$ cat src/fifo_defs.svh
// sizes, version and threshold defaults of the SRAM FIFO
// included by the datapath package and by every RTL block that needs a width

`ifndef FIFO_DEFS_SVH
`define FIFO_DEFS_SVH

`define SRAM_DEPTH   256    // halfword locations, small for simulation
`define SRAM_AW      20
`define SRAM_DW      16
`define IN_DW        32

`define BUF_DEPTH    4      // on-chip word buffer entries
`define FIFO_VERSION 1

// thresholds in 1/256 of the SRAM depth
`define AF_DEFAULT   242
`define AE_DEFAULT   12

`endif

$ cat src/fifo_pkg.sv
// datapath types shared by writer, reader, arbiter and register block
`default_nettype none

`include "fifo_defs.svh"

package fifo_pkg;

    typedef struct packed {
        logic                valid;
        logic [`SRAM_DW-1:0] data;
    } sram_wr_req_t;

    // async SRAM pins, data bus split into out and in
    typedef struct packed {
        logic [`SRAM_AW-1:0] addr;
        logic [`SRAM_DW-1:0] dout;
        logic                oe;      // drive from SRAM, high active
        logic                we_n;
        logic                ce_n;
        logic                bhe_n;
        logic                ble_n;
    } sram_pins_t;

    typedef enum logic [1:0] {
        READ_IDLE,
        READ_FETCH,
        READ_HOLD
    } rd_state_t;

    typedef struct packed {
        logic                empty;
        logic                full;
        logic [`SRAM_AW:0]   level;   // halfwords stored in SRAM
    } fifo_status_t;

endpackage

`default_nettype wire

$ cat src/axil_pkg.sv
// AXI4-Lite channel bundles and register map of the FIFO control block
`default_nettype none

package axil_pkg;

    typedef struct packed {
        logic       valid;
        logic [4:0] addr;
    } axil_aw_t;

    typedef struct packed {
        logic       valid;
        logic [4:0] addr;
    } axil_ar_t;

    typedef struct packed {
        logic        valid;
        logic [31:0] data;
        logic [3:0]  strb;
    } axil_w_t;

    typedef struct packed {
        logic       valid;
        logic [1:0] resp;
    } axil_b_t;

    typedef struct packed {
        logic        valid;
        logic [31:0] data;
        logic [1:0]  resp;
    } axil_r_t;

    typedef enum logic [4:0] {
        REG_CTRL  = 5'h00,   // write: soft clear, read: version
        REG_AF    = 5'h04,
        REG_AE    = 5'h08,
        REG_SIZE  = 5'h0C,
        REG_RDERR = 5'h10
    } reg_addr_t;

endpackage

`default_nettype wire

$ cat src/word_buffer.sv
// small ring buffer for input words, absorbs bursts while the SRAM port is busy
`timescale 1ns/1ps
`default_nettype none

`include "fifo_defs.svh"

module word_buffer (
    input  wire logic              BUS_CLK,
    input  wire logic              RST,
    input  wire logic              clear,
    input  wire logic              wr_en,
    input  wire logic [`IN_DW-1:0] wr_data,
    input  wire logic              rd_en,
    output logic      [`IN_DW-1:0] rd_data,
    output logic                   full,
    output logic                   empty
);

    localparam int PW = $clog2(`BUF_DEPTH);

    logic [`IN_DW-1:0] mem [`BUF_DEPTH];
    logic [PW-1:0]     wr_ptr;
    logic [PW-1:0]     rd_ptr;
    logic [PW:0]       count;
    logic [PW:0]       count_next;
    logic              do_wr;
    logic              do_rd;

    assign do_wr = wr_en && !full;
    assign do_rd = rd_en && !empty;
    assign count_next = count + {{PW{1'b0}}, do_wr} - {{PW{1'b0}}, do_rd};
    assign rd_data = mem[rd_ptr];   // head word, valid while not empty

    // flags are registered, full held high through reset
    always_ff @(posedge BUS_CLK) begin
        if (RST || clear) begin
            wr_ptr <= '0;
            rd_ptr <= '0;
            count  <= '0;
            full   <= 1'b1;
            empty  <= 1'b1;
        end else begin
            if (do_wr)
                wr_ptr <= wr_ptr + 1'b1;   // depth is a power of two
            if (do_rd)
                rd_ptr <= rd_ptr + 1'b1;
            count <= count_next;
            full  <= (count_next == `BUF_DEPTH);
            empty <= (count_next == 0);
        end
    end

    always_ff @(posedge BUS_CLK) begin
        if (do_wr)
            mem[wr_ptr] <= wr_data;
    end

endmodule

`default_nettype wire

$ cat src/sram_writer.sv
// turns buffered 32-bit words into two halfword write requests, low half first
`timescale 1ns/1ps
`default_nettype none

`include "fifo_defs.svh"

module sram_writer (
    input  wire logic                BUS_CLK,
    input  wire logic                RST,
    input  wire logic                clear,
    input  wire logic [`IN_DW-1:0]   buf_data,
    input  wire logic                buf_empty,
    output logic                     buf_pop,
    output fifo_pkg::sram_wr_req_t   wr_req,
    input  wire logic                wr_grant
);

    logic hi_q;   // high half is next

    always_comb begin
        wr_req.valid = !buf_empty;
        wr_req.data  = hi_q ? buf_data[`IN_DW-1:`SRAM_DW] : buf_data[`SRAM_DW-1:0];
    end

    // word leaves the buffer together with its upper half
    assign buf_pop = wr_grant && hi_q;

    always_ff @(posedge BUS_CLK) begin
        if (RST || clear)
            hi_q <= 1'b0;
        else if (wr_grant)
            hi_q <= !hi_q;
    end

endmodule

`default_nettype wire

$ cat src/sram_reader.sv
// fetches one halfword from SRAM and hands it out as two bytes, low byte first
// also counts host reads that find the FIFO empty
`timescale 1ns/1ps
`default_nettype none

`include "fifo_defs.svh"

module sram_reader (
    input  wire logic                BUS_CLK,
    input  wire logic                RST,
    input  wire logic                clear,
    output logic                     rd_req,
    input  wire logic                rd_grant,
    input  wire logic [`SRAM_DW-1:0] rd_data,
    input  wire logic                sram_empty,
    output logic      [7:0]          out_data,
    output logic                     out_valid,
    input  wire logic                out_ready,
    output logic      [7:0]          rd_err_count
);

    fifo_pkg::rd_state_t state;
    logic [`SRAM_DW-1:0] hold_q;
    logic                hi_sel;   // high byte on the output
    logic [7:0]          err_q;
    logic                take;

    assign rd_req    = (state == fifo_pkg::READ_FETCH);
    assign out_valid = (state == fifo_pkg::READ_HOLD);
    assign out_data  = hi_sel ? hold_q[15:8] : hold_q[7:0];
    assign take      = out_valid && out_ready;
    assign rd_err_count = err_q;

    always_ff @(posedge BUS_CLK) begin
        if (RST || clear) begin
            state  <= fifo_pkg::READ_IDLE;
            hi_sel <= 1'b0;
        end else begin
            case (state)
                fifo_pkg::READ_IDLE:
                    if (!sram_empty)
                        state <= fifo_pkg::READ_FETCH;
                fifo_pkg::READ_FETCH:
                    if (rd_grant) begin
                        state  <= fifo_pkg::READ_HOLD;
                        hi_sel <= 1'b0;
                    end
                fifo_pkg::READ_HOLD:
                    if (take) begin
                        hi_sel <= !hi_sel;
                        if (hi_sel)   // both bytes gone, fetch the next one
                            state <= sram_empty ? fifo_pkg::READ_IDLE : fifo_pkg::READ_FETCH;
                    end
                default: state <= fifo_pkg::READ_IDLE;
            endcase
        end
    end

    always_ff @(posedge BUS_CLK) begin
        if (rd_grant)
            hold_q <= rd_data;   // SRAM data valid at end of grant cycle
    end

    // saturating empty-read counter
    always_ff @(posedge BUS_CLK) begin
        if (RST || clear)
            err_q <= '0;
        else if (out_ready && !out_valid && sram_empty && err_q != 8'hff)
            err_q <= err_q + 1'b1;
    end

endmodule

`default_nettype wire

$ cat src/sram_arbiter.sv
// owns the single SRAM port: read-first arbitration, ring pointers and fill level
// pins follow the grant combinationally, the SRAM latches a write at the rising edge
`timescale 1ns/1ps
`default_nettype none

`include "fifo_defs.svh"

module sram_arbiter (
    input  wire logic                 BUS_CLK,
    input  wire logic                 RST,
    input  wire logic                 clear,
    input  fifo_pkg::sram_wr_req_t    wr_req,
    output logic                      wr_grant,
    input  wire logic                 rd_req,
    output logic                      rd_grant,
    output logic      [`SRAM_DW-1:0]  rd_data,
    output fifo_pkg::sram_pins_t      sram,
    input  wire logic [`SRAM_DW-1:0]  sram_din,
    output fifo_pkg::fifo_status_t    status
);

    localparam int AW = `SRAM_AW;
    localparam logic [AW-1:0] LAST = AW'(`SRAM_DEPTH - 1);

    logic [AW-1:0] rd_ptr;
    logic [AW-1:0] wr_ptr;
    logic [AW-1:0] rd_ptr_nx;
    logic [AW-1:0] wr_ptr_nx;
    logic [AW:0]   level;
    logic          empty;
    logic          full;

    assign rd_ptr_nx = (rd_ptr == LAST) ? '0 : rd_ptr + 1'b1;
    assign wr_ptr_nx = (wr_ptr == LAST) ? '0 : wr_ptr + 1'b1;

    // one slot stays free to tell full from empty
    assign empty = (wr_ptr == rd_ptr);
    assign full  = (wr_ptr_nx == rd_ptr);

    assign rd_grant = rd_req && !empty;                   // reads win
    assign wr_grant = wr_req.valid && !rd_grant && !full;
    assign rd_data  = sram_din;

    always_comb begin
        sram.addr  = rd_grant ? rd_ptr : wr_ptr;
        sram.dout  = wr_req.data;
        sram.oe    = rd_grant;
        sram.we_n  = !wr_grant;
        sram.ce_n  = 1'b0;   // chip always selected
        sram.bhe_n = 1'b0;
        sram.ble_n = 1'b0;
    end

    always_ff @(posedge BUS_CLK) begin
        if (RST || clear) begin
            rd_ptr <= '0;
            wr_ptr <= '0;
            level  <= '0;
        end else begin
            if (rd_grant)
                rd_ptr <= rd_ptr_nx;
            if (wr_grant)
                wr_ptr <= wr_ptr_nx;
            if (wr_grant)
                level <= level + 1'b1;
            else if (rd_grant)
                level <= level - 1'b1;   // grants never coincide
        end
    end

    always_comb begin
        status.empty = empty;
        status.full  = full;
        status.level = level;
    end

endmodule

`default_nettype wire

$ cat src/fifo_regs.sv
// AXI4-Lite control block: soft clear, thresholds, fill level, read errors
// near_full follows the level with hysteresis between the AF and AE limits
`timescale 1ns/1ps
`default_nettype none

`include "fifo_defs.svh"

module fifo_regs (
    input  wire logic               BUS_CLK,
    input  wire logic               RST,
    input  axil_pkg::axil_aw_t      aw,
    input  axil_pkg::axil_w_t       w,
    output logic                    aw_w_ready,
    output axil_pkg::axil_b_t       b,
    input  wire logic               b_ready,
    input  axil_pkg::axil_ar_t      ar,
    output logic                    ar_ready,
    output axil_pkg::axil_r_t       r,
    input  wire logic               r_ready,
    input  fifo_pkg::fifo_status_t  status,
    input  wire logic [7:0]         rd_err_count,
    output logic                    soft_clear,
    output logic                    near_full
);

    logic [7:0]  af_q;
    logic [7:0]  ae_q;
    logic        b_valid_q;
    logic        r_valid_q;
    logic [31:0] r_data_q;
    logic [31:0] rd_mux;
    logic        wr_fire;
    logic        rd_fire;
    logic [31:0] level_w;
    logic [31:0] af_lim;
    logic [31:0] ae_lim;

    assign wr_fire  = aw_w_ready && aw.valid && w.valid;
    assign ar_ready = !r_valid_q;
    assign rd_fire  = ar.valid && ar_ready;

    assign b = '{valid: b_valid_q, resp: 2'b00};
    assign r = '{valid: r_valid_q, data: r_data_q, resp: 2'b00};

    // AXI handshake and soft clear pulse
    always_ff @(posedge BUS_CLK) begin
        if (RST) begin
            aw_w_ready <= 1'b0;
            b_valid_q  <= 1'b0;
            r_valid_q  <= 1'b0;
            soft_clear <= 1'b0;
        end else begin
            aw_w_ready <= aw.valid && w.valid && !aw_w_ready && !b_valid_q;   // one-cycle pulse
            if (wr_fire)
                b_valid_q <= 1'b1;
            else if (b_ready)
                b_valid_q <= 1'b0;
            if (rd_fire)
                r_valid_q <= 1'b1;
            else if (r_ready)
                r_valid_q <= 1'b0;
            soft_clear <= wr_fire && (axil_pkg::reg_addr_t'(aw.addr) == axil_pkg::REG_CTRL);
        end
    end

    always_ff @(posedge BUS_CLK) begin
        if (RST || soft_clear) begin
            af_q <= 8'(`AF_DEFAULT);
            ae_q <= 8'(`AE_DEFAULT);
        end else if (wr_fire && w.strb[0]) begin
            case (axil_pkg::reg_addr_t'(aw.addr))
                axil_pkg::REG_AF: af_q <= w.data[7:0];
                axil_pkg::REG_AE: ae_q <= w.data[7:0];
                default: ;
            endcase
        end
    end

    always_comb begin
        case (axil_pkg::reg_addr_t'(ar.addr))
            axil_pkg::REG_CTRL:  rd_mux = 32'(`FIFO_VERSION);
            axil_pkg::REG_AF:    rd_mux = {24'd0, af_q};
            axil_pkg::REG_AE:    rd_mux = {24'd0, ae_q};
            axil_pkg::REG_SIZE:  rd_mux = 32'({status.level, 1'b0});   // bytes
            axil_pkg::REG_RDERR: rd_mux = {24'd0, rd_err_count};
            default:             rd_mux = '0;
        endcase
    end

    always_ff @(posedge BUS_CLK) begin
        if (rd_fire)
            r_data_q <= rd_mux;
    end

    assign level_w = 32'(status.level);
    assign af_lim  = ((32'(af_q) + 32'd1) * `SRAM_DEPTH) >> 8;
    assign ae_lim  = ((32'(ae_q) + 32'd1) * `SRAM_DEPTH) >> 8;

    always_ff @(posedge BUS_CLK) begin
        if (RST || soft_clear)
            near_full <= 1'b0;
        else if (level_w >= af_lim || af_q == 8'd0)
            near_full <= 1'b1;
        else if ((level_w <= ae_lim && ae_q != 8'd0) || level_w == 0)
            near_full <= 1'b0;   // between limits the flag holds
    end

endmodule

`default_nettype wire

$ cat src/sram_fifo_top.sv
// SRAM-backed FIFO: 32-bit word stream in, byte stream out, AXI4-Lite control
`timescale 1ns/1ps
`default_nettype none

`include "fifo_defs.svh"

module sram_fifo_top (
    input  wire logic                BUS_CLK,
    input  wire logic                RST,
    input  wire logic [`IN_DW-1:0]   in_data,
    input  wire logic                in_valid,
    output logic                     in_ready,
    output logic      [7:0]          out_data,
    output logic                     out_valid,
    input  wire logic                out_ready,
    input  axil_pkg::axil_aw_t       aw,
    input  axil_pkg::axil_w_t        w,
    output logic                     aw_w_ready,
    output axil_pkg::axil_b_t        b,
    input  wire logic                b_ready,
    input  axil_pkg::axil_ar_t       ar,
    output logic                     ar_ready,
    output axil_pkg::axil_r_t        r,
    input  wire logic                r_ready,
    output fifo_pkg::sram_pins_t     sram,
    input  wire logic [`SRAM_DW-1:0] sram_din,
    output logic                     fifo_not_empty,
    output logic                     fifo_full,
    output logic                     near_full,
    output logic                     read_error
);

    logic                   soft_clear;
    logic [`IN_DW-1:0]      buf_data;
    logic                   buf_full;
    logic                   buf_empty;
    logic                   buf_pop;
    fifo_pkg::sram_wr_req_t wr_req;
    logic                   wr_grant;
    logic                   rd_req;
    logic                   rd_grant;
    logic [`SRAM_DW-1:0]    rd_data;
    fifo_pkg::fifo_status_t status;
    logic [7:0]             rd_err_count;

    assign in_ready       = !buf_full;
    assign fifo_not_empty = !status.empty;
    assign fifo_full      = status.full;
    assign read_error     = |rd_err_count;

    fifo_regs i_regs (
        .BUS_CLK, .RST, .aw, .w, .aw_w_ready, .b, .b_ready, .ar, .ar_ready, .r, .r_ready,
        .status, .rd_err_count, .soft_clear, .near_full
    );

    word_buffer i_buf (
        .BUS_CLK, .RST, .clear(soft_clear), .wr_en(in_valid), .wr_data(in_data),
        .rd_en(buf_pop), .rd_data(buf_data), .full(buf_full), .empty(buf_empty)
    );

    sram_writer i_writer (
        .BUS_CLK, .RST, .clear(soft_clear), .buf_data, .buf_empty, .buf_pop,
        .wr_req, .wr_grant
    );

    sram_reader i_reader (
        .BUS_CLK, .RST, .clear(soft_clear), .rd_req, .rd_grant, .rd_data,
        .sram_empty(status.empty), .out_data, .out_valid, .out_ready, .rd_err_count
    );

    sram_arbiter i_arb (
        .BUS_CLK, .RST, .clear(soft_clear), .wr_req, .wr_grant, .rd_req, .rd_grant,
        .rd_data, .sram, .sram_din, .status
    );

endmodule

`default_nettype wire

$ cat config.mk
export PLATFORM = sky130hd
export DESIGN_NAME = sram_fifo_top
export DESIGN_NICKNAME = d
export VERILOG_FILES = /design/src/fifo_pkg.sv /design/src/axil_pkg.sv /design/src/word_buffer.sv /design/src/sram_writer.sv /design/src/sram_reader.sv /design/src/sram_arbiter.sv /design/src/fifo_regs.sv /design/src/sram_fifo_top.sv
export VERILOG_INCLUDE_DIRS = /design/src /design/src/src
export SDC_FILE = /design/constraint.sdc
export NUM_CORES = 1
export LEC_CHECK = 0
export ABC_AREA = 1
export BUFFER_PORTS_ARGS = -buffer_cell sky130_fd_sc_hd__buf_2
export CAP_MARGIN = 10
export CORE_ASPECT_RATIO = 0.8
export CORE_UTILIZATION = 44
export CTS_CLUSTER_SIZE = 40
export DETAILED_ROUTE_END_ITERATION = 8
export SLEW_MARGIN = 10
export SYNTH_ARGS = -nofsm -noshare
export SYNTH_HDL_FRONTEND = slang
export SYNTH_SLANG_ARGS = --single-unit
export TNS_END_PERCENT = 5
$ cat constraint.sdc
create_clock -name BUS_CLK -period 4.4 [get_ports BUS_CLK]
set_input_delay 0.66 -clock BUS_CLK [delete_from_list [all_inputs] [get_ports BUS_CLK]]
set_output_delay 0.66 -clock BUS_CLK [all_outputs]
set_load 0.02 [all_outputs]
[Word-level counts from Yosys, hierarchy flattened]
Memories as Yosys holds them, arrays and structs flattened. A register that Yosys moved wholly into a read port is not among the register bits.
Index checks and enable logic that the tools add are counted.
Word-level totals
  flip-flop bits (word level): 151
  latch bits: 0
  RAM bits: 128
  bits in read-only memories: 0
  logic and storage cells: 131
  memories: 1
Cells by class
  $add $sub $neg: 11
  $mul: 0
  divide/modulo/power cells: 0
  magnitude comparators: 2
  equality and inequality tests: 18
  shift operators: 0
  multiplexer cells: 27
  bitwise logic cells: 0
  reductions and logical operators: 51
Memory list
  i_buf.mem: words 4, width 32, read ports 1, clocked after memory_dff 1, wr ports 1, line word_buffer.sv:21  | logic [`IN_DW-1:0] mem [`BUF_DEPTH];
Operator list (number)
  one-hot mux 22 bit (5 select lines): 1
  two-way mux 20 bit: 3
  two-way mux 21 bit: 2
  adder 20 x 1 -> 20 bit (second input constant): 2
  == test 20 bit: 2
  == test 20 x 8 -> 1 bit (second input constant): 2
  logical NOT 32 bit: 1
  greater-or-equal comparator 21 x 24 -> 1 bit: 1
  <= comparator 21 x 24 -> 1 bit: 1
  adder 21 x 1 -> 21 bit (second input constant): 1
  subtractor 21 x 1 -> 21 bit (second input constant): 1
  logical AND 1 bit: 19
  adder 8 x 1 -> 9 bit (second input constant): 2
  two-way mux 16 bit: 1
  == test 5 x 4 -> 1 bit (second input constant): 3
  logical NOT 1 bit: 12
  two-way mux 2 bit: 6
  two-way mux 1 bit: 11
  == test 5 x 3 -> 1 bit (second input constant): 2
  logical NOT 5 bit: 2
  nonzero test 2 bit: 5
  adder 8 x 1 -> 8 bit (second input constant): 1
  logical NOT 8 bit: 1
  two-way mux 8 bit: 1
  other kinds (19): 26

[Depth between registers and ports, before layout]
  depth in word-level cells: 10
  depth in mapped cells: 31
  depth with buffers taken out: 29

[Modules after synthesis]
Synthesis repeated with hierarchy kept, for this count alone.
Second synthesis, totals
  cell total of the unflattened synthesis: 1850
  area total of the unflattened synthesis: 15295.9 µm²
Modules (own cells, without submodules)
  sram_arbiter: instances 1, cells an instance 886, area each 5455.2 µm², seq. area each 1221.2 µm²
  word_buffer: instances 1, cells an instance 382, area each 5315.1 µm², seq. area each 4063.9 µm²
  fifo_regs: instances 1, cells an instance 366, area each 2819.0 µm², seq. area each 1081.0 µm²
  sram_reader: instances 1, cells an instance 139, area each 1281.2 µm², seq. area each 700.7 µm²
  sram_writer: instances 1, cells an instance 60, area each 361.6 µm², seq. area each 20.0 µm²
  sram_fifo_top: instances 1, cells an instance 17, area each 63.8 µm², seq. area each 0.0 µm²

[Least setup slack after synthesis]
No wires, ideal clock.
  path kind: reg2reg
  start point: reg i_arb.wr_ptr[0]
  end point: reg i_arb.level[16]
  setup time: 0.113 ns
  arrival: 3.741 ns
  setup slack: 0.546 ns
  cell stages (with the launch flop): 29
  buffers on the path: 3
  period minus slack after synthesis: 3.854 ns
  path through: dfxtp_1 -> ha_1 -> nand2_1 -> nor2_2 -> nand2_4 -> inv_2 -> nand3_2 -> buf_6 -> nand3_2 -> nand2_2 -> nor2_1 -> nand2_1 -> nor2_2 -> nand3_2 -> nand2_4 -> buf_6 -> buf_4 -> ha_1 -> o21ai_0 -> inv_1 -> a21oi_1 -> inv_1 -> nand2_1 -> nand2_1 -> nand2_1 -> o2111ai_1 -> xor2_1 -> nor2_1 -> nor2_1
On the way
  cells in the longest elaborated chain, start to end: 7
  elaborated cells on any way between the ends: 13
  classes of those cells: add/sub (1); eq/ne (3); mux (2); reduce/logical (7)
Ends and longest elaborated chain
  start, declared: line sram_arbiter.sv:26  | logic [AW-1:0] wr_ptr;
  start signal, assigned: line sram_arbiter.sv:63  | wr_ptr <= wr_ptr_nx;
  parallel branches: the longest is 7 deep, another holds adder 20 x 1 -> 20 bit
  end signal, assigned: line sram_arbiter.sv:65  | level <= level + 1'b1;
  end signal, assigned: line sram_arbiter.sv:67  | level <= level - 1'b1;
  end, declared: line sram_arbiter.sv:29  | logic [AW:0] level;
Several ways; the timed one is not identified.
A chain may end at the register's enable or synchronous reset.

[Final worst setup path]
  start point: reg i_arb.wr_ptr[4]
  end point: reg i_arb.level[20]
The elaborated chain is that of the path after synthesis.

==> run_results.csv <==
group,metric,value,unit
place,post-dp-hpwl,25900,um
clock_tree,cts_resized,0,
critical_path,path_max_fanout,16,
critical_path,critPathArrivalTime,4450,ps
finish,fin_nets,1952,
clock_tree,clkLatencyLatePin,570,ps
global_route,grt_max_degree,70,
clock_tree,cts_tree,"done",
clock_tree,post_cts_buffers,0,
clock_tree,clockBufferDepth,3,
critical_path,critPathRequiredTime,4900,ps
global_route,overflow,0,
synth,synth_compound_area_frac,0.126,
clock_tree,clk_pin_slew,60,ps
clock_tree,cts-root-buf,"clkbuf_16",
place,portBuffers,153,
drt,drt_iter0_markers,899,
hold_path,min_path_type,"input port to flop",
synth,synth_top_cells_by_count,"nor2_1 (272), nand2_1 (266), edfxtp_1 (166)",
synth,synth_top_family_by_area,"simple AND/OR/NAND/NOR gates",
synth,ys_types,50,
floorplanning,die_h,163,um
floorplanning,initial_core_util,0.450,
clock_tree,cts_sinks,271,
drt,wl,37200,um
timing,slew_viol_final,0,
drt,wl_per_cell,16.6,um
finish,fillCellCount,3015,
place,gp_congestion,0.922,
synth,yosys-mux-area-fraction,0,
job,cap_viol_max_count,0,
synth,synth_top_cell_by_area,"edfxtp_1",
power,power_density,655,mW/mm2
critical_path,critPathCaptureType,"flop",
timing,tns,0,ps
synth,syn_area,0.0142,mm2
synth,syn_inst,1664,
floorplanning,die_area,0.0330,mm2
timing,hold_viol,0,
synth,synth_top_area_share,0.351,
floorplanning,io_pins,198,
synth,synthTopCellsByArea,"edfxtp_1 (35%), dfxtp_1 (15%), nor2_1 (7.2%)",
clock_tree,cts_buffers,29,
clock_tree,h-tree-depth,1,
synth,synth.most_common_cell,"nor2_1",
drt,ant_nets,0,
status,outcome,"complete, no violations",
synth,yosys.area_share.adder,0.0477,
synth,synth_ff_type,"edfxtp_1",
clock_tree,hold_buffers,0,
critical_path,crit_path_start_kind,"flop",
drt,vias,11800,
hold_path,hold_depth,1,
synth,synth-edff-count,166,
drt,drtPass1Iterations,7,
critical_path,reg2reg_depth,23,
global_route,grt_antenna_before_repair,1,
timing,rsz0062_at_grt,"no",
synth,ys_async_sr_fraction,0,
timing,min_period_over_period,0.898,
global_route,grt_pass1_vias,10800,
timing,fmax,0.253,GHz
drt,vias_per_cell,5.27,
global_route,grt.total_usage,0.222,
synth,synth-seq-area-share,0.499,
timing,setup_viol,0,
finish,syn_to_final_growth,14.3,%
timing,tightestPinTransition,1110,ps
floorplanning,placementRows,58,
timing,fin_crit,3950,ps
power,vdd_drop_max,0.400,mV
synth,synthSimpleGateAreaFrac,0.213,
finish,drive_gt1_frac,0.142,
power,p_total,10600,uW
power,leakage,0.00659,uW
synth,synthXorXnorAreaFrac,0.0382,
floorplanning,core,0.0316,mm2
floorplanning,dieWidth,203,um
timing,skew,17.3,ps
synth,yosys_warnings,0,
synth,ys_seq_elements,271,
global_route,grt_pass1_wl,58000,um
synth,synth_area_per_cell,8.54,um2
drt,drc_errors,0,
critical_path,worstSetupPathType,"flop to flop",
timing,slew-limit-headroom,0.256,
[placed cells by master, fill, tap and decap left out, types with 6 or more instances in the layout]
master	netlist	routed
nor3_1	20	20
a211oi_1	10	10
o21ai_0	152	151
nand4_1	32	32
o21ai_1	15	16
xnor2_1	22	22
clkbuf_16	0	29
a21oi_1	84	82
clkinv_1	2	7
clkbuf_1	44	9
nand3_1	57	57
nand3_2	8	7
o211ai_1	6	6
nor4_1	25	25
buf_2	14	153
nor2_4	1	6
nand2_1	266	266
a31oi_1	19	19
ha_1	51	51
buf_4	25	24
conb_1	1	17
inv_1	149	149
nor2_1	272	267
edfxtp_1	166	166
o22ai_1	20	20
dfxtp_1	105	102
nor2_2	6	6
xor2_1	40	40
[critical path: stages (launching register included)]
cell and delay, ps:
dfxtp_1 510, nand2_1 180, nor2_2 190, nand2_2 140
o21ai_1 180, nand2_1 90, nand2_1 70, nand2_1 110
nor2_1 110, nand2_1 60, nor2_1 140, nand3_2 140
nand2_4 210, buf_4 200, ha_1 310, a21oi_2 250
o21ai_0 130, a211oi_1 230, nand3_1 160, nand3_1 120
nand3_1 90, nand3_1 110, nand2_1 50, nor2_1 110
[final timing paths]
kind                                             to             start  slack, ps
worst max-delay path                i_arb.level[20]   i_arb.wr_ptr[4]        450
worst min-delay path            i_reader.hold_q[14]      sram_din[14]        260
worst max register to register      i_arb.level[20]   i_arb.wr_ptr[4]        450
worst min register to register    i_regs.aw_w_ready  i_regs.b_valid_q        440
[metrics by stage]
stage | hold slack, ps | utilization | cell area, um2 | std cells | worst slack [ps]
2_1_floorplan | 420 | - | 14300 | 1680 | 546
3_3_place_gp | 427 | 0.484 | 15300 | 2185 | 284
3_5_place_dp | 435 | 0.484 | 15300 | 2185 | 258
4_1_cts | 235 | 0.513 | 16200 | 2239 | 211
5_1_grt | 230 | 0.514 | 16200 | 2239 | 57.6
6_report | 256 | 0.514 | 16200 | 2241 | 451
[layer usage]
layer,vias up,track usage,share of wire
li1,5893,-,-
met1,5517,0.335,0.50
met2,354,0.331,0.42
met3,49,0.0318,0.062
met4,0,0.0560,0.022
met5,-,0,0
[where the power goes]
group	switching (uW)	leakage (uW)	internal, uW
combinational	3060	0.00374	1590
sequential	406	0.00239	3140
clock	1030	0.000452	1400
total	4500	0.00659	6130
[cell families (layout without fill, tap and decap cells)]
logic type | after synthesis | after routing
xor gates and xnor gates | 62 | 62
buffers and inverters | 247 | 386
AOI/OAI and AO/OA | 325 | 325
adders and majority gates | 53 | 53
other | 1 | 19
and+or+nand+nor | 705 | 705
DFF | 271 | 271
[final cells by class]
type | count | area [um2] | area share
flip-flops and latches | 271 | 7090 | 0.437
diodes | 2 | 5.00 | 0.000308
well taps | 420 | 526 | 0.0324
clock inverters | 16 | 168 | 0.0103
multi-input cells | 1162 | 6150 | 0.379
clock buffers | 38 | 759 | 0.0468
inverters | 155 | 584 | 0.0360
repair buffers | 177 | 946 | 0.0583
[state kept, by name, indices dropped and copies added, names as in the netlist, 8 cells and up, named ones only]
signal / count
i_regs.af_q: 8
i_arb.wr_ptr: 20
i_regs.r_data_q: 22
i_arb.rd_ptr: 20
i_regs.ae_q: 8
i_arb.level: 21
i_reader.rd_err_count: 8
i_reader.hold_q: 16
i_buf.mem: 128
(Power assumes the default switching activity.)
